[config.mk]
export PLATFORM = sky130hd
export DESIGN_NAME = rv_execute
export DESIGN_NICKNAME = d
export VERILOG_FILES = /design/src/rv_isa_pkg.sv /design/src/exec_bus_pkg.sv /design/src/rv_decode.sv /design/src/rv_alu.sv /design/src/rv_branch_cond.sv /design/src/lsu_sequencer.sv /design/src/rv_execute.sv
export VERILOG_INCLUDE_DIRS = /design/src
export SDC_FILE = /design/constraint.sdc
export NUM_CORES = 1
export LEC_CHECK = 0
export BUFFER_PORTS_ARGS = -buffer_cell sky130_fd_sc_hd__buf_2
export CAP_MARGIN = 15
export CELL_PAD_IN_SITES_DETAIL_PLACEMENT = 2
export CELL_PAD_IN_SITES_GLOBAL_PLACEMENT = 2
export CORE_MARGIN = 2
export CORE_UTILIZATION = 27
export DETAILED_ROUTE_END_ITERATION = 10
export HOLD_SLACK_MARGIN = 0.06
export PLACE_DENSITY = 0.7
export SLEW_MARGIN = 10
export SYNTH_ARGS = -nofsm -noshare
export SYNTH_HDL_FRONTEND = slang
export SYNTH_HIERARCHICAL = 1
export SYNTH_SLANG_ARGS = --single-unit
[constraint.sdc]
create_clock -name clk -period 7.3 [get_ports clk]
set_input_delay 0.365 -clock clk [delete_from_list [all_inputs] [get_ports clk]]
set_output_delay 0.365 -clock clk [all_outputs]
set_load 0.05 [all_outputs]
[src/exec_settings.svh]
`ifndef EXEC_SETTINGS_SVH
`define EXEC_SETTINGS_SVH

// Data path and address width
`define EXEC_XLEN 32

// Register file address width
`define EXEC_REG_AW 5

// Cache port encodings
`define EXEC_CMD_W 2
`define EXEC_RSP_W 3

// Load/store sequencer issued flag after reset
`define EXEC_SEQ_RST_VAL 1'b0

`endif

[src/rv_isa_pkg.sv]
`include "exec_settings.svh"

package rv_isa_pkg;

    // Major opcodes
    localparam logic [6:0] OPC_LUI    = 7'b0110111;
    localparam logic [6:0] OPC_AUIPC  = 7'b0010111;
    localparam logic [6:0] OPC_JAL    = 7'b1101111;
    localparam logic [6:0] OPC_JALR   = 7'b1100111;
    localparam logic [6:0] OPC_BRANCH = 7'b1100011;
    localparam logic [6:0] OPC_LOAD   = 7'b0000011;
    localparam logic [6:0] OPC_STORE  = 7'b0100011;
    localparam logic [6:0] OPC_OP_IMM = 7'b0010011;
    localparam logic [6:0] OPC_OP     = 7'b0110011;

    // ALU funct3
    localparam logic [2:0] F3_ADD_SUB = 3'b000;
    localparam logic [2:0] F3_SLL     = 3'b001;
    localparam logic [2:0] F3_SLT     = 3'b010;
    localparam logic [2:0] F3_SLTU    = 3'b011;
    localparam logic [2:0] F3_XOR     = 3'b100;
    localparam logic [2:0] F3_SRL_SRA = 3'b101;
    localparam logic [2:0] F3_OR      = 3'b110;
    localparam logic [2:0] F3_AND     = 3'b111;

    // Branch funct3
    localparam logic [2:0] F3_BEQ  = 3'b000;
    localparam logic [2:0] F3_BNE  = 3'b001;
    localparam logic [2:0] F3_BLT  = 3'b100;
    localparam logic [2:0] F3_BGE  = 3'b101;
    localparam logic [2:0] F3_BLTU = 3'b110;
    localparam logic [2:0] F3_BGEU = 3'b111;

    // funct7 for base and alternate (SUB, SRA) forms
    localparam logic [6:0] F7_BASE = 7'h00;
    localparam logic [6:0] F7_ALT  = 7'h20;

    // mcause exception codes
    localparam logic [`EXEC_XLEN-1:0] EXC_ILLEGAL_INSTR      = 2;
    localparam logic [`EXEC_XLEN-1:0] EXC_LOAD_MISALIGNED    = 4;
    localparam logic [`EXEC_XLEN-1:0] EXC_LOAD_ACCESS_FAULT  = 5;
    localparam logic [`EXEC_XLEN-1:0] EXC_STORE_MISALIGNED   = 6;
    localparam logic [`EXEC_XLEN-1:0] EXC_STORE_ACCESS_FAULT = 7;
    localparam logic [`EXEC_XLEN-1:0] EXC_LOAD_PAGE_FAULT    = 13;
    localparam logic [`EXEC_XLEN-1:0] EXC_STORE_PAGE_FAULT   = 15;

    typedef enum logic [3:0] {
        CLS_ALU,
        CLS_JAL,
        CLS_JALR,
        CLS_BRANCH,
        CLS_LUI,
        CLS_AUIPC,
        CLS_LOAD,
        CLS_STORE,
        CLS_ILLEGAL
    } instr_class_e;

    // alu_imm selects the I-type immediate as second ALU operand
    typedef struct packed {
        instr_class_e             cls;
        logic                     alu_imm;
        logic [`EXEC_REG_AW-1:0]  rd;
        logic [`EXEC_REG_AW-1:0]  rs1;
        logic [`EXEC_REG_AW-1:0]  rs2;
        logic [2:0]               funct3;
        logic [6:0]               funct7;
        logic [`EXEC_XLEN-1:0]    imm_i;
        logic [`EXEC_XLEN-1:0]    imm_s;
        logic [`EXEC_XLEN-1:0]    imm_b;
        logic [`EXEC_XLEN-1:0]    imm_u;
        logic [`EXEC_XLEN-1:0]    imm_j;
    } decoded_t;

endpackage

[src/exec_bus_pkg.sv]
`include "exec_settings.svh"

package exec_bus_pkg;

    typedef enum logic [`EXEC_CMD_W-1:0] {
        CACHE_CMD_NONE,
        CACHE_CMD_LOAD,
        CACHE_CMD_STORE
    } cache_cmd_e;

    typedef enum logic [`EXEC_RSP_W-1:0] {
        CACHE_RSP_NONE,
        CACHE_RSP_DONE,
        CACHE_RSP_MISALIGNED,
        CACHE_RSP_ACCESS_FAULT,
        CACHE_RSP_PAGE_FAULT
    } cache_rsp_e;

    // Instruction presented by fetch, held until ready
    typedef struct packed {
        logic [`EXEC_XLEN-1:0] instr;
        logic [`EXEC_XLEN-1:0] pc;
    } fetch_to_exec_t;

    // Redirect and exception info, valid in the ready cycle only
    typedef struct packed {
        logic                  ready;
        logic                  branch_taken;
        logic [`EXEC_XLEN-1:0] branch_target;
        logic                  exc_start;
        logic [`EXEC_XLEN-1:0] exc_epc;
    } exec_to_fetch_t;

    typedef struct packed {
        cache_cmd_e            cmd;
        logic [`EXEC_XLEN-1:0] address;
        logic [2:0]            load_type;
        logic [1:0]            store_type;
        logic [`EXEC_XLEN-1:0] store_data;
    } cache_req_t;

    typedef struct packed {
        cache_rsp_e            response;
        logic [`EXEC_XLEN-1:0] load_data;
    } cache_rsp_t;

    typedef struct packed {
        logic                    write;
        logic [`EXEC_REG_AW-1:0] addr;
        logic [`EXEC_XLEN-1:0]   wdata;
    } rd_write_t;

endpackage

[src/rv_decode.sv]
`timescale 1ns/1ps
`include "exec_settings.svh"

module rv_decode (
    input  logic [`EXEC_XLEN-1:0] instr,
    output rv_isa_pkg::decoded_t  dec
);
    import rv_isa_pkg::*;

    logic [6:0] opcode;
    logic [2:0] funct3;
    logic       sign;

    assign opcode = instr[6:0];
    assign funct3 = instr[14:12];
    assign sign   = instr[31];

    // Raw fields and immediates
    always_comb begin
        dec.rd      = instr[11:7];
        dec.rs1     = instr[19:15];
        dec.rs2     = instr[24:20];
        dec.funct3  = funct3;
        dec.funct7  = instr[31:25];
        dec.alu_imm = (opcode == OPC_OP_IMM);

        dec.imm_i = {{(`EXEC_XLEN-12){sign}}, instr[31:20]};
        dec.imm_s = {{(`EXEC_XLEN-12){sign}}, instr[31:25], instr[11:7]};
        dec.imm_b = {{(`EXEC_XLEN-13){sign}}, instr[31], instr[7],
                     instr[30:25], instr[11:8], 1'b0};
        dec.imm_u = {instr[31:12], 12'h000};
        dec.imm_j = {{(`EXEC_XLEN-21){sign}}, instr[31], instr[19:12],
                     instr[20], instr[30:21], 1'b0};
    end

    // Class from opcode, malformed encodings go to ILLEGAL
    always_comb begin
        case (opcode)
            OPC_OP, OPC_OP_IMM: begin
                dec.cls = CLS_ALU;
            end
            OPC_JAL: begin
                dec.cls = CLS_JAL;
            end
            OPC_JALR: begin
                dec.cls = (funct3 != 3'b000) ? CLS_ILLEGAL : CLS_JALR;
            end
            OPC_BRANCH: begin
                // Unused branch funct3 is caught by the comparator
                dec.cls = CLS_BRANCH;
            end
            OPC_LUI: begin
                dec.cls = CLS_LUI;
            end
            OPC_AUIPC: begin
                dec.cls = CLS_AUIPC;
            end
            OPC_LOAD: begin
                // LD, LWU and funct3 7 do not exist on RV32
                if (funct3 == 3'd3 || funct3 == 3'd6 || funct3 == 3'd7) begin
                    dec.cls = CLS_ILLEGAL;
                end else begin
                    dec.cls = CLS_LOAD;
                end
            end
            OPC_STORE: begin
                dec.cls = funct3[2] ? CLS_ILLEGAL : CLS_STORE;
            end
            default: begin
                // Includes SYSTEM and FENCE
                dec.cls = CLS_ILLEGAL;
            end
        endcase
    end

endmodule

[src/rv_alu.sv]
`timescale 1ns/1ps
`include "exec_settings.svh"

module rv_alu (
    input  rv_isa_pkg::decoded_t  dec,
    input  logic [`EXEC_XLEN-1:0] rs1_data,
    input  logic [`EXEC_XLEN-1:0] rs2_data,
    output logic [`EXEC_XLEN-1:0] result,
    output logic                  illegal
);
    import rv_isa_pkg::*;

    logic [`EXEC_XLEN-1:0]        op_b;
    logic [4:0]                   shamt;
    logic                         alt;
    logic signed [`EXEC_XLEN-1:0] sra_res;

    assign op_b    = dec.alu_imm ? dec.imm_i : rs2_data;
    assign shamt   = op_b[4:0];
    assign alt     = (dec.funct7 == F7_ALT);
    assign sra_res = $signed(rs1_data) >>> shamt;

    always_comb begin
        case (dec.funct3)
            F3_ADD_SUB: begin
                // ADDI has no subtract form
                if (alt && !dec.alu_imm) begin
                    result = rs1_data - op_b;
                end else begin
                    result = rs1_data + op_b;
                end
            end
            F3_SLL:     result = rs1_data << shamt;
            F3_SLT:     result = {{(`EXEC_XLEN-1){1'b0}}, $signed(rs1_data) < $signed(op_b)};
            F3_SLTU:    result = {{(`EXEC_XLEN-1){1'b0}}, rs1_data < op_b};
            F3_XOR:     result = rs1_data ^ op_b;
            F3_SRL_SRA: result = alt ? sra_res : rs1_data >> shamt;
            F3_OR:      result = rs1_data | op_b;
            default:    result = rs1_data & op_b;
        endcase
    end

    // funct7 checks, immediate forms only constrain the shifts
    always_comb begin
        illegal = 1'b0;
        if (!dec.alu_imm) begin
            if (dec.funct7 != F7_BASE) begin
                illegal = !(alt && (dec.funct3 == F3_ADD_SUB || dec.funct3 == F3_SRL_SRA));
            end
        end else if (dec.funct3 == F3_SLL) begin
            illegal = (dec.funct7 != F7_BASE);
        end else if (dec.funct3 == F3_SRL_SRA) begin
            illegal = !(dec.funct7 == F7_BASE || alt);
        end
    end

endmodule

[src/rv_branch_cond.sv]
`timescale 1ns/1ps
`include "exec_settings.svh"

module rv_branch_cond (
    input  logic [2:0]            funct3,
    input  logic [`EXEC_XLEN-1:0] rs1_data,
    input  logic [`EXEC_XLEN-1:0] rs2_data,
    output logic                  taken,
    output logic                  illegal
);
    import rv_isa_pkg::*;

    always_comb begin
        taken   = 1'b0;
        illegal = 1'b0;
        case (funct3)
            F3_BEQ:  taken = (rs1_data == rs2_data);
            F3_BNE:  taken = (rs1_data != rs2_data);
            F3_BLT:  taken = ($signed(rs1_data) < $signed(rs2_data));
            F3_BGE:  taken = ($signed(rs1_data) >= $signed(rs2_data));
            F3_BLTU: taken = (rs1_data < rs2_data);
            F3_BGEU: taken = (rs1_data >= rs2_data);
            default: begin
                // funct3 2 and 3 are unassigned
                illegal = 1'b1;
            end
        endcase
    end

endmodule

[src/lsu_sequencer.sv]
`timescale 1ns/1ps
`include "exec_settings.svh"

module lsu_sequencer (
    input  logic                     clk,
    input  logic                     rst_n,
    input  rv_isa_pkg::decoded_t     dec,
    input  logic [`EXEC_XLEN-1:0]    rs1_data,
    input  logic [`EXEC_XLEN-1:0]    rs2_data,
    output exec_bus_pkg::cache_req_t cache_req,
    input  exec_bus_pkg::cache_rsp_t cache_rsp,
    output logic                     done,
    output logic                     exc,
    output logic [`EXEC_XLEN-1:0]    exc_cause
);
    import rv_isa_pkg::*;
    import exec_bus_pkg::*;

    logic issued;
    logic is_load;
    logic is_store;
    logic rsp_done;
    logic rsp_err;

    assign is_load  = (dec.cls == CLS_LOAD);
    assign is_store = (dec.cls == CLS_STORE);

    // A response only counts once the command has been seen for a cycle
    assign rsp_done = issued && (cache_rsp.response == CACHE_RSP_DONE);
    assign rsp_err  = issued && (cache_rsp.response == CACHE_RSP_MISALIGNED ||
                                 cache_rsp.response == CACHE_RSP_ACCESS_FAULT ||
                                 cache_rsp.response == CACHE_RSP_PAGE_FAULT);

    assign done = (is_load || is_store) && (rsp_done || rsp_err);
    assign exc  = (is_load || is_store) && rsp_err;

    always_comb begin
        cache_req.address    = rs1_data + (is_store ? dec.imm_s : dec.imm_i);
        cache_req.load_type  = dec.funct3;
        cache_req.store_type = dec.funct3[1:0];
        cache_req.store_data = rs2_data;

        // Command held until the response cycle
        if (is_load && !done) begin
            cache_req.cmd = CACHE_CMD_LOAD;
        end else if (is_store && !done) begin
            cache_req.cmd = CACHE_CMD_STORE;
        end else begin
            cache_req.cmd = CACHE_CMD_NONE;
        end
    end

    // Cause from response kind and direction
    always_comb begin
        case (cache_rsp.response)
            CACHE_RSP_MISALIGNED:
                exc_cause = is_store ? EXC_STORE_MISALIGNED : EXC_LOAD_MISALIGNED;
            CACHE_RSP_ACCESS_FAULT:
                exc_cause = is_store ? EXC_STORE_ACCESS_FAULT : EXC_LOAD_ACCESS_FAULT;
            CACHE_RSP_PAGE_FAULT:
                exc_cause = is_store ? EXC_STORE_PAGE_FAULT : EXC_LOAD_PAGE_FAULT;
            default:
                exc_cause = '0;
        endcase
    end

    always_ff @(posedge clk) begin
        if (!rst_n) begin
            issued <= `EXEC_SEQ_RST_VAL;
        end else if (is_load || is_store) begin
            if (!issued) begin
                issued <= 1'b1;
            end else if (rsp_done || rsp_err) begin
                issued <= 1'b0;
            end
        end
    end

endmodule

[src/rv_execute.sv]
`timescale 1ns/1ps
`include "exec_settings.svh"

module rv_execute (
    input  logic                         clk,
    input  logic                         rst_n,
    input  exec_bus_pkg::fetch_to_exec_t f2e,
    output exec_bus_pkg::exec_to_fetch_t e2f,
    output logic [`EXEC_XLEN-1:0]        exc_cause,
    output logic [`EXEC_REG_AW-1:0]      rs1_addr,
    output logic [`EXEC_REG_AW-1:0]      rs2_addr,
    input  logic [`EXEC_XLEN-1:0]        rs1_data,
    input  logic [`EXEC_XLEN-1:0]        rs2_data,
    output exec_bus_pkg::rd_write_t      rd,
    output exec_bus_pkg::cache_req_t     cache_req,
    input  exec_bus_pkg::cache_rsp_t     cache_rsp
);
    import rv_isa_pkg::*;

    decoded_t              dec;
    logic [`EXEC_XLEN-1:0] alu_result;
    logic                  alu_illegal;
    logic                  br_taken;
    logic                  br_illegal;
    logic                  lsu_done;
    logic                  lsu_exc;
    logic [`EXEC_XLEN-1:0] lsu_exc_cause;
    logic                  illegal;
    logic                  wr_en;

    rv_decode i_rv_decode (
        .instr (f2e.instr),
        .dec   (dec)
    );

    rv_alu i_rv_alu (
        .dec      (dec),
        .rs1_data (rs1_data),
        .rs2_data (rs2_data),
        .result   (alu_result),
        .illegal  (alu_illegal)
    );

    rv_branch_cond i_rv_branch_cond (
        .funct3   (dec.funct3),
        .rs1_data (rs1_data),
        .rs2_data (rs2_data),
        .taken    (br_taken),
        .illegal  (br_illegal)
    );

    lsu_sequencer i_lsu_sequencer (
        .clk       (clk),
        .rst_n     (rst_n),
        .dec       (dec),
        .rs1_data  (rs1_data),
        .rs2_data  (rs2_data),
        .cache_req (cache_req),
        .cache_rsp (cache_rsp),
        .done      (lsu_done),
        .exc       (lsu_exc),
        .exc_cause (lsu_exc_cause)
    );

    assign rs1_addr = dec.rs1;
    assign rs2_addr = dec.rs2;

    // Write-back value
    always_comb begin
        case (dec.cls)
            CLS_LOAD:           rd.wdata = cache_rsp.load_data;
            CLS_LUI:            rd.wdata = dec.imm_u;
            CLS_AUIPC:          rd.wdata = f2e.pc + dec.imm_u;
            CLS_JAL, CLS_JALR:  rd.wdata = f2e.pc + 4;
            default:            rd.wdata = alu_result;
        endcase
    end

    // Ready, redirect and exception per class
    always_comb begin
        e2f.ready         = 1'b1;
        e2f.branch_taken  = 1'b0;
        e2f.branch_target = f2e.pc + dec.imm_b;
        illegal           = 1'b0;
        wr_en             = 1'b0;
        case (dec.cls)
            CLS_ALU: begin
                illegal = alu_illegal;
                wr_en   = 1'b1;
            end
            CLS_JAL: begin
                e2f.branch_taken  = 1'b1;
                e2f.branch_target = f2e.pc + dec.imm_j;
                wr_en             = 1'b1;
            end
            CLS_JALR: begin
                e2f.branch_taken  = 1'b1;
                e2f.branch_target = (rs1_data + dec.imm_i) & ~`EXEC_XLEN'd1;
                wr_en             = 1'b1;
            end
            CLS_BRANCH: begin
                illegal          = br_illegal;
                e2f.branch_taken = br_taken && !br_illegal;
            end
            CLS_LUI, CLS_AUIPC: begin
                wr_en = 1'b1;
            end
            CLS_LOAD: begin
                e2f.ready = lsu_done;
                wr_en     = 1'b1;
            end
            CLS_STORE: begin
                e2f.ready = lsu_done;
            end
            default: begin
                illegal = 1'b1;
            end
        endcase

        e2f.exc_start = illegal || lsu_exc;
        e2f.exc_epc   = f2e.pc;
        exc_cause     = illegal ? EXC_ILLEGAL_INSTR : lsu_exc_cause;
    end

    // x0 is never written, nor is rd on a trap
    assign rd.addr  = dec.rd;
    assign rd.write = wr_en && e2f.ready && !e2f.exc_start && (dec.rd != '0);

endmodule

==> results.toml, run 1 <==
[route]
num_vias = 25442
avgViaCountPerCell = 5.93
dr.pass1.iters = 5
drc = 0
ant_nets = 0
wl_per_cell_um = 29.2
drt_iter0_markers = 1877
finalWirelength_mm = 125

[logic_synthesis]
synth_area_um2 = 21900
synth_seq_cells = 1
synthFlopType = "dfxtp_1"
netlist_instances = 3211
syn_area_per_cell_um2 = 6.83
async_flop_share_pct = 0
yosysSeqAreaShare_pct = 0.0913
synth_edf_count = 0
ys_types = 112
ys_warn_count = 6

[worst_setup_path]
cp-end-kind = "output port"
critPathRequiredTime_ns = 6.93
r2r-end = "i_lsu_sequencer/issued"
r2r_cells = 3
worst_setup_path_start_kind = "primary input"
crit_slowest_cell = "a211oi_1"
cp-startpoint = "f2e[32]"
arrival_ns = 5.73
crit_fanout = 40
crit_chain = "buf_2, nand2_1, or2_4, nor4_2, buf_12, mux2i_4, inv_2, ha_1, inv_1, fa_1, nand2b_1, a211oi_1, or2_1, o31ai_1, a21oi_1, a2111oi_0, nor4_1, o21ai_1, a21oi_1, o22a_1, o21a_1, buf_2"
reg2reg_from = "i_lsu_sequencer/issued"
reg2reg_setup_slack_ns = 6.37
worstSetupPathType = "in2out"
slowest_delay_ns = 0.48
crit_end = "rd[30]"

[layout]
multi_input_area_um2 = 18700
stdcell_count = 4287
drive_above_1_share_pct = 18.2
fin_nets = 3662
syn_to_final_growth_pct = 4.82
top_regs = "i_lsu_sequencer/issued: 1 flops"
n_fill_cell = 9921
max_flop_register = "i_lsu_sequencer/issued"
final_area_um2 = 23000
largest_reg_flops = 1
regArea_um2 = 20.0

[place]
placedCellCount = 4284
routabilityCongestion = 0.964
dp_hpwl_mm = 101
portBuffers = 354
post_dp_cell_area_um2 = 23000

[sta]
slew_headroom_pct = 28.0
fmax_mhz = 164
setup_violations = 0
rsz0062_at_grt = "no"
slew_violations = 0
fin_skew_ns = 0
finalHoldViolCount = 0
tightest_slew_ns = 1.07
finalCritPeriodShare_pct = 83.5
setup_tns_ns = 0
finalCriticalPeriod_ns = 6.09

[clocking]
postCtsHoldBufs = 0
cts_resized = 0
path_clk_slew_ns = 0
post_cts_buffers = 0
clk_latency_ns = 0

[global_route]
grt.total_usage_pct = 28.8
globalRouteMet2Util_pct = 47.9
grt_max_degree = 64
overflow = 0
grt_first_pass_wirelength_mm = 181
grt_antenna_before_repair = 8
grt_pass1_vias = 26340
met1_usage_pct = 36.9
grt_use_met3_pct = 3.01
busiest_layer = "met2"

[status]
status = "finished clean"

[hold_path]
holdCritPathClass = "reg2reg"
hp-start = "i_lsu_sequencer/issued"

[floorplanning]
start_util_pct = 27.3
die_y_um = 289
fp.dieArea_um2 = 83500
core-area_um2 = 80400
die_x_um = 289
core.rowCount = 104
io_pins = 383

[flow_run]
maxCapViolCount = 0
## critical path: cells and delay by family
kind,cells,cell delay (ns)
simple gates,6,1.44
compound gates,8,1.87
fa+ha+maj,2,0.79
buf+inv,5,1.06
mux,1,0.12
## worst min-delay path by stage
stage / cells past startpoint / slack, ns / end
after CTS: 2 / 0.52 / i_lsu_sequencer/issued
after global routing: 2 / 0.57 / i_lsu_sequencer/issued
after global placement: 2 / 0.50 / i_lsu_sequencer/issued
after detailed placement: 2 / 0.51 / i_lsu_sequencer/issued
after floorplan: 2 / 0.48 / i_lsu_sequencer/issued
final: 2 / 0.52 / i_lsu_sequencer/issued
## metrics by stage
stage                     utilization (%)  hold slack [ns]  setup slack, ns
final                                28.6            0.516             1.21
after global routing                 28.6            0.567            0.926
after CTS                            28.6            0.515             1.29
after detailed placement             28.6            0.515             1.32
after global placement               28.6            0.496             1.40
after floorplan                         -            0.475             1.23
## cells in the mapped netlist, drive strengths merged, types with 8 or more instances
| cell type | n | share of area (%) |
|---|---|---|
| a2111oi | 9 | 0.36 |
| a211o | 10 | 0.40 |
| a211oi | 51 | 1.8 |
| a21boi | 9 | 0.31 |
| a21o | 80 | 2.7 |
| a21oi | 337 | 7.8 |
| a221oi | 36 | 1.5 |
| a22oi | 13 | 0.44 |
| a31oi | 36 | 1.1 |
| a32oi | 11 | 0.44 |
| and2 | 51 | 1.5 |
| and3 | 32 | 0.91 |
| and4 | 8 | 0.33 |
| buf | 340 | 11 |
| clkbuf | 105 | 1.8 |
| ha | 265 | 15 |
| inv | 165 | 2.8 |
| mux2 | 67 | 3.4 |
| mux2i | 117 | 5.5 |
| mux4 | 13 | 1.3 |
| nand2 | 248 | 4.3 |
| nand2b | 37 | 1.1 |
| nand3 | 76 | 1.8 |
| nand4 | 30 | 0.88 |
| nor2 | 276 | 4.7 |
| nor2b | 25 | 0.71 |
| nor3 | 54 | 1.2 |
| nor3b | 9 | 0.33 |
| nor4 | 14 | 0.46 |
| o211ai | 50 | 1.8 |
| o21a | 36 | 1.2 |
| o21ai | 175 | 4.0 |
| o21bai | 20 | 0.70 |
| o221ai | 30 | 1.2 |
| o22ai | 17 | 0.48 |
| o311ai | 13 | 0.60 |
| o31a | 9 | 0.36 |
| o31ai | 28 | 1.0 |
| or2 | 21 | 0.61 |
| or3 | 16 | 0.48 |
| xnor2 | 93 | 3.7 |
| xor2 | 65 | 2.6 |
## logic make-up after synthesis
family | after synthesis | synth area share, %
multiplexers | 197 | 10.2
XOR/XNOR | 158 | 6.31
flip-flops | 1 | 0.0913
buffers and inverters | 611 | 15.6
other | 2 | 0.0342
AO/OA/AOI/OAI | 1053 | 31.9
adder cells (fa/ha/maj) | 271 | 15.7
AND/OR/NAND/NOR | 918 | 20.1
## cell usage in the layout, fill, tap and decap left out, types with 65 or more instances in the layout
cell type	n
buf_2	353
mux2_2	67
nand3_1	75
xnor2_1	93
a21oi_1	329
inv_1	160
ha_1	265
mux2i_1	112
a21o_1	80
xor2_1	65
nand2_1	246
o21ai_0	155
nor2_1	272
## area by class of cell
cell class / instances / area share (%)
flip-flops and latches: 1 / 0.0871
well taps: 1060 / 5.77
multi-input cells: 2639 / 81.5
repair buffers: 418 / 9.91
diodes: 3 / 0.0326
inverters: 166 / 2.71
## metal layers
layer	share of wire [%]	wire [um]
met1	43	53500
met2	46	57700
met3	5.2	6580
met4	5.9	7420
met5	0.066	83
==> run 2: changes to the inputs <==
--- a/config.mk
+++ b/config.mk
@@ -14,7 +14,7 @@
 export CORE_UTILIZATION = 27
 export DETAILED_ROUTE_END_ITERATION = 10
 export HOLD_SLACK_MARGIN = 0.06
-export PLACE_DENSITY = 0.7
+export PLACE_DENSITY = 0.73
 export SLEW_MARGIN = 10
 export SYNTH_ARGS = -nofsm -noshare
 export SYNTH_HDL_FRONTEND = slang
==> constraint.sdc (replaced) <==
create_clock -name clk -period 5.14 [get_ports clk]
set_input_delay 0.257 -clock clk [delete_from_list [all_inputs] [get_ports clk]]
set_output_delay 0.257 -clock clk [all_outputs]
set_load 0.05 [all_outputs]
==> results.toml, run 2 (synthesis gave the netlist of run 1 again) <==
[power]
p_per_area_nw_per_um2 = 153
ir_worst_vdd_uv = 125
leakagePower_nw = 12.1

[worst_setup_path]
slowest_delay_ns = 0.46
worst_setup_path_start_kind = "primary input"
cp.depth = 21
reg2reg_setup_slack_ns = 4.11
arrival_ns = 4.95
cp_top_family = "compound AO/OA/AOI/OAI gates"
crit_slowest_cell = "o41a_1"
worstSetupPathType = "in2out"
crit_chain = "buf_2, nand2b_1, a21oi_2, o21a_1, nor3_2, nand2b_1, nor3_4, buf_12, mux2_2, ha_4, a21o_1, a21o_1, a21oi_2, o21ai_2, a211o_1, o41a_1, a31oi_4, mux2i_1, a41oi_2, a211o_1, buf_6"
reg2reg_from = "i_lsu_sequencer/issued"
crit_fanout = 5
cp-end-kind = "output port"
critPathRequiredTime_ns = 4.88
critPathBufInv = 3
r2r-end = "i_lsu_sequencer/issued"
r2r_cells = 3

[floorplanning]
die_y_um = 289
fp.dieArea_um2 = 83500
die_x_um = 289
core-area_um2 = 80400
core.rowCount = 104
io_pins = 383
start_util_pct = 27.3

[layout]
fin_nets = 3982
drive_above_1_share_pct = 28.1
final_area_um2 = 26700
stdcell_count = 4607
top_regs = "i_lsu_sequencer/issued: 1 flops"
final_common_cell = "buf_4"
n_fill_cell = 9784
final_cell_mix = "buf_4, a21oi_1, buf_2"
largest_reg_flops = 1
syn_to_final_growth_pct = 21.6
max_flop_register = "i_lsu_sequencer/issued"

[place]
routabilityCongestion = 1.03
placedCellCount = 4581
dp_hpwl_mm = 111
portBuffers = 354
post_dp_cell_area_um2 = 25700

[route]
finalWirelength_mm = 138
ant_nets = 0
drc = 0
avgViaCountPerCell = 5.97
wl_per_cell_um = 29.9
dr.pass1.iters = 6
num_vias = 27504
drt_iter0_markers = 2213

[global_route]
grt_max_degree = 62
overflow = 0
grt_pass1_vias = 28417
grt_first_pass_wirelength_mm = 193
grt_antenna_before_repair = 11
grt.total_usage_pct = 30.8

[flow_run]
maxCapViolCount = 0

[sta]
slew_headroom_pct = 39.6
fmax_mhz = 192
setup_violations = 3
finalCritPeriodShare_pct = 101
slew_violations = 0
finalCriticalPeriod_ns = 5.21
finalHoldViolCount = 0
fin_skew_ns = 0
setup_slack_ns = -0.0659
rsz0062_at_grt = "yes"
hold_slack_ns = 0.519
tightest_slew_ns = 0.901

[hold_path]
whs_endpoint = "i_lsu_sequencer/issued"
hp-start = "rst_n"
whs_path_depth = 3
holdCritPathClass = "in2reg"

[clocking]
path_clk_slew_ns = 0
clk_latency_ns = 0
postCtsHoldBufs = 0

[status]
violations = "setup timing"
status = "finished, violations left"
run 2: cell count changes in the layout (fill, tap and decap cells not counted), sizes merged:
cell	change
clkbuf	+9
buf	+311
run 2: through the flow:
stage               TNS (ns)  total power [mW]  setup slack, ns  util [%]
global placement      -0.185              3.79           -0.138      32.0
global route           -1.74              4.28           -0.207      33.2
floorplan            -0.0451              2.44          -0.0451         -
CTS                        0              3.90           0.0147      32.1
detailed placement    -0.785              3.86           -0.171      32.0
finish               -0.0787              4.08          -0.0659      33.2
run 2: routing by layer:
| layer | track usage (%) | vias up | wire length (um) |
|---|---|---|---|
| li1 | - | 12098 | - |
| met1 | 37.1 | 13852 | 54700 |
| met2 | 50.4 | 1142 | 62400 |
| met3 | 4.47 | 400 | 8760 |
| met4 | 21.4 | 12 | 11700 |
| met5 | 0 | - | 88 |
run 2: worst reg2reg max path, cell delays in order, from the launching register on:
cell and delay, ns:
dfxtp_1 0.31, nand2_1 0.10, a21oi_1 0.38, nor2_1 0.10
run 2: timing repair:
| item | CTS | global route |
|---|---|---|
| resized for setup | 20 | 131 |
| gates cloned | 0 | 3 |
| setup buffers | 1 | 20 |
| pin swaps | 4 | 37 |
| endpoints found under the setup margin | 11 | 36 |
run 2: layout make-up:
cell class	count	area, um2	share of cell area [%]
antenna	3	7.51	0.0282
inverter	166	623	2.34
multi-input combinational	2639	19400	72.9
sequential	1	20.0	0.0751
tap	1060	1330	4.97
timing repair buffer	738	5260	19.7
run 2: worst max path at each step:
stage	startpoint	to	slack (ns)
finish	f2e[37]	e2f[63]	-0.07
global route	f2e[46]	e2f[58]	-0.21
CTS	f2e[32]	rd[28]	0.01
detailed placement	f2e[32]	rd[30]	-0.17
global placement	f2e[32]	rd[30]	-0.14
floorplan	f2e[32]	rd[25]	-0.05
run 2: report_power, final:
group	internal, mW	total [mW]	switching, mW
sequential	0.00792	0.00792	0.000000247
combinational	1.40	4.07	2.67
clock	0.0000000785	0.0000000785	0
Power figures use the tool's default switching activity.
==> run 3: changes to the inputs <==
--- a/config.mk
+++ b/config.mk
@@ -11,10 +11,11 @@
 export CELL_PAD_IN_SITES_DETAIL_PLACEMENT = 2
 export CELL_PAD_IN_SITES_GLOBAL_PLACEMENT = 2
 export CORE_MARGIN = 2
-export CORE_UTILIZATION = 27
+export CORE_UTILIZATION = 30
 export DETAILED_ROUTE_END_ITERATION = 10
 export HOLD_SLACK_MARGIN = 0.06
-export PLACE_DENSITY = 0.73
+export PLACE_DENSITY = 0.8
+export SETUP_SLACK_MARGIN = 0.3
 export SLEW_MARGIN = 10
 export SYNTH_ARGS = -nofsm -noshare
 export SYNTH_HDL_FRONTEND = slang
==> results.toml, run 3 (synthesis gave the netlist of run 1 again) <==
[place]
post_dp_cell_area_um2 = 24800
placedCellCount = 4400
dp_hpwl_mm = 106
routabilityCongestion = 1.00
portBuffers = 354

[layout]
fin_nets = 3947
final_common_cell = "buf_4"
top_regs = "i_lsu_sequencer/issued: 1 flops"
drive_above_1_share_pct = 31.3
stdcell_count = 4473
syn_to_final_growth_pct = 25.3
final_area_um2 = 27500
largest_reg_flops = 1
final_cell_mix = "buf_4, buf_2, a21oi_1"
max_flop_register = "i_lsu_sequencer/issued"

[sta]
finalCriticalPeriod_ns = 5.10
fmax_mhz = 196
rsz0062_at_grt = "yes"
finalHoldViolCount = 0
setup_violations = 0
slew_headroom_pct = 24.1
fin_skew_ns = 0
hold_slack_ns = 0.653
slew_violations = 0
setup_tns_ns = 0
tightest_slew_ns = 1.14
finalCritPeriodShare_pct = 99.2

[route]
num_vias = 28775
avgViaCountPerCell = 6.43
ant_nets = 0
wl_per_cell_um = 33.1
dr.pass1.iters = 6
drc = 0
drt_iter0_markers = 2656
finalWirelength_mm = 148

[worst_setup_path]
crit_chain = "buf_8, nand2_8, or2_4, nor4_4, buf_6, buf_12, buf_12, buf_4, mux2i_4, ha_4, nor2_2, nand3_1, or3_4, a2111o_1, buf_4, a21oi_2, o31ai_1, buf_4, o211ai_1, xor2_1, o21ai_1, buf_4, o21a_1, buf_12"
arrival_ns = 4.84
critPathBufInv = 9
path_common_cell = "buf_4"
worst_setup_path_start_kind = "primary input"
reg2reg_from = "i_lsu_sequencer/issued"
crit_end = "rd[31]"
cp-end-kind = "output port"
crit_fanout = 7
r2r_cells = 3
crit_slowest_cell = "a2111o_1"
cp-startpoint = "f2e[32]"
r2r-end = "i_lsu_sequencer/issued"
critPathRequiredTime_ns = 4.88
slowest_delay_ns = 0.51
cp.depth = 24
worstSetupPathType = "in2out"
cp_top_family = "buffers and inverters"
reg2reg_setup_slack_ns = 3.98

[hold_path]
hp-start = "rst_n"
holdCritPathClass = "in2reg"

[floorplanning]
core.rowCount = 99
fp.dieArea_um2 = 75300
core-area_um2 = 72700
start_util_pct = 30.2
io_pins = 383
die_y_um = 274
die_x_um = 274

[global_route]
overflow = 0
grt_max_degree = 64
grt_first_pass_wirelength_mm = 200
grt.total_usage_pct = 35.4
grt_antenna_before_repair = 7
grt_pass1_vias = 29393

[clocking]
path_clk_slew_ns = 0
clk_latency_ns = 0

[flow_run]
maxCapViolCount = 0

[status]
status = "finished clean"
## run 3: cell types whose count changed in the layout (fill, tap and decap cells not counted), moves of 11 or more
cell | previous run | this run
a21oi_1 | 314 | 296
a21oi_2 | 18 | 34
buf_2 | 314 | 298
buf_4 | 370 | 329
buf_6 | 13 | 42
ha_1 | 248 | 211
ha_2 | 4 | 15
ha_4 | 13 | 39
o21ai_2 | 6 | 17
## run 3: worst min path at each step
| stage | depth (start not counted) | slack, ns | endpoint |
|---|---|---|---|
| 6_report | 3 | 0.65 | i_lsu_sequencer/issued |
| 3_5_place_dp | 3 | 0.55 | i_lsu_sequencer/issued |
| 4_1_cts | 3 | 0.54 | i_lsu_sequencer/issued |
| 2_1_floorplan | 2 | 0.39 | i_lsu_sequencer/issued |
| 3_3_place_gp | 2 | 0.50 | i_lsu_sequencer/issued |
| 5_1_grt | 3 | 0.64 | i_lsu_sequencer/issued |
## run 3: layout make-up
type                    count  area (um2)
well taps                 959        1200
repair buffers            703        5060
flip-flops and latches      1        20.0
multi-input cells        2639       20600
fillers                  8448       45200
diodes                      5        12.5
inverters                 166         631
## run 3: through the flow
stage | util [%] | worst slack [ns]
finish | 37.8 | 0.0393
detailed placement | 34.2 | -0.316
global placement | 34.2 | -0.287
CTS | 36.2 | 0.0683
floorplan | - | 0.227
global route | 37.8 | -0.0604
## run 3: worst min-delay path: stages
cell and delay (ns):
buf_2 0.11, o21ai_0 0.11, nor2_1 0.10
## run 3: timing repair
action,in CTS,in global routing
endpoints found under the hold margin,0,0
resized for setup,255,177
hold buffers,0,0
endpoints found under the setup margin,50,66
setup buffers,32,32
gates cloned,2,1
pin swaps,90,75
## run 3: routing by layer
metal | vias up | GRT usage, % | part of all wire (%)
li1 | 12045 | - | -
met1 | 14356 | 42.1 | 38
met2 | 1673 | 56.5 | 44
met3 | 701 | 6.24 | 8.1
met4 | 0 | 27.4 | 10
met5 | - | 0 | 0
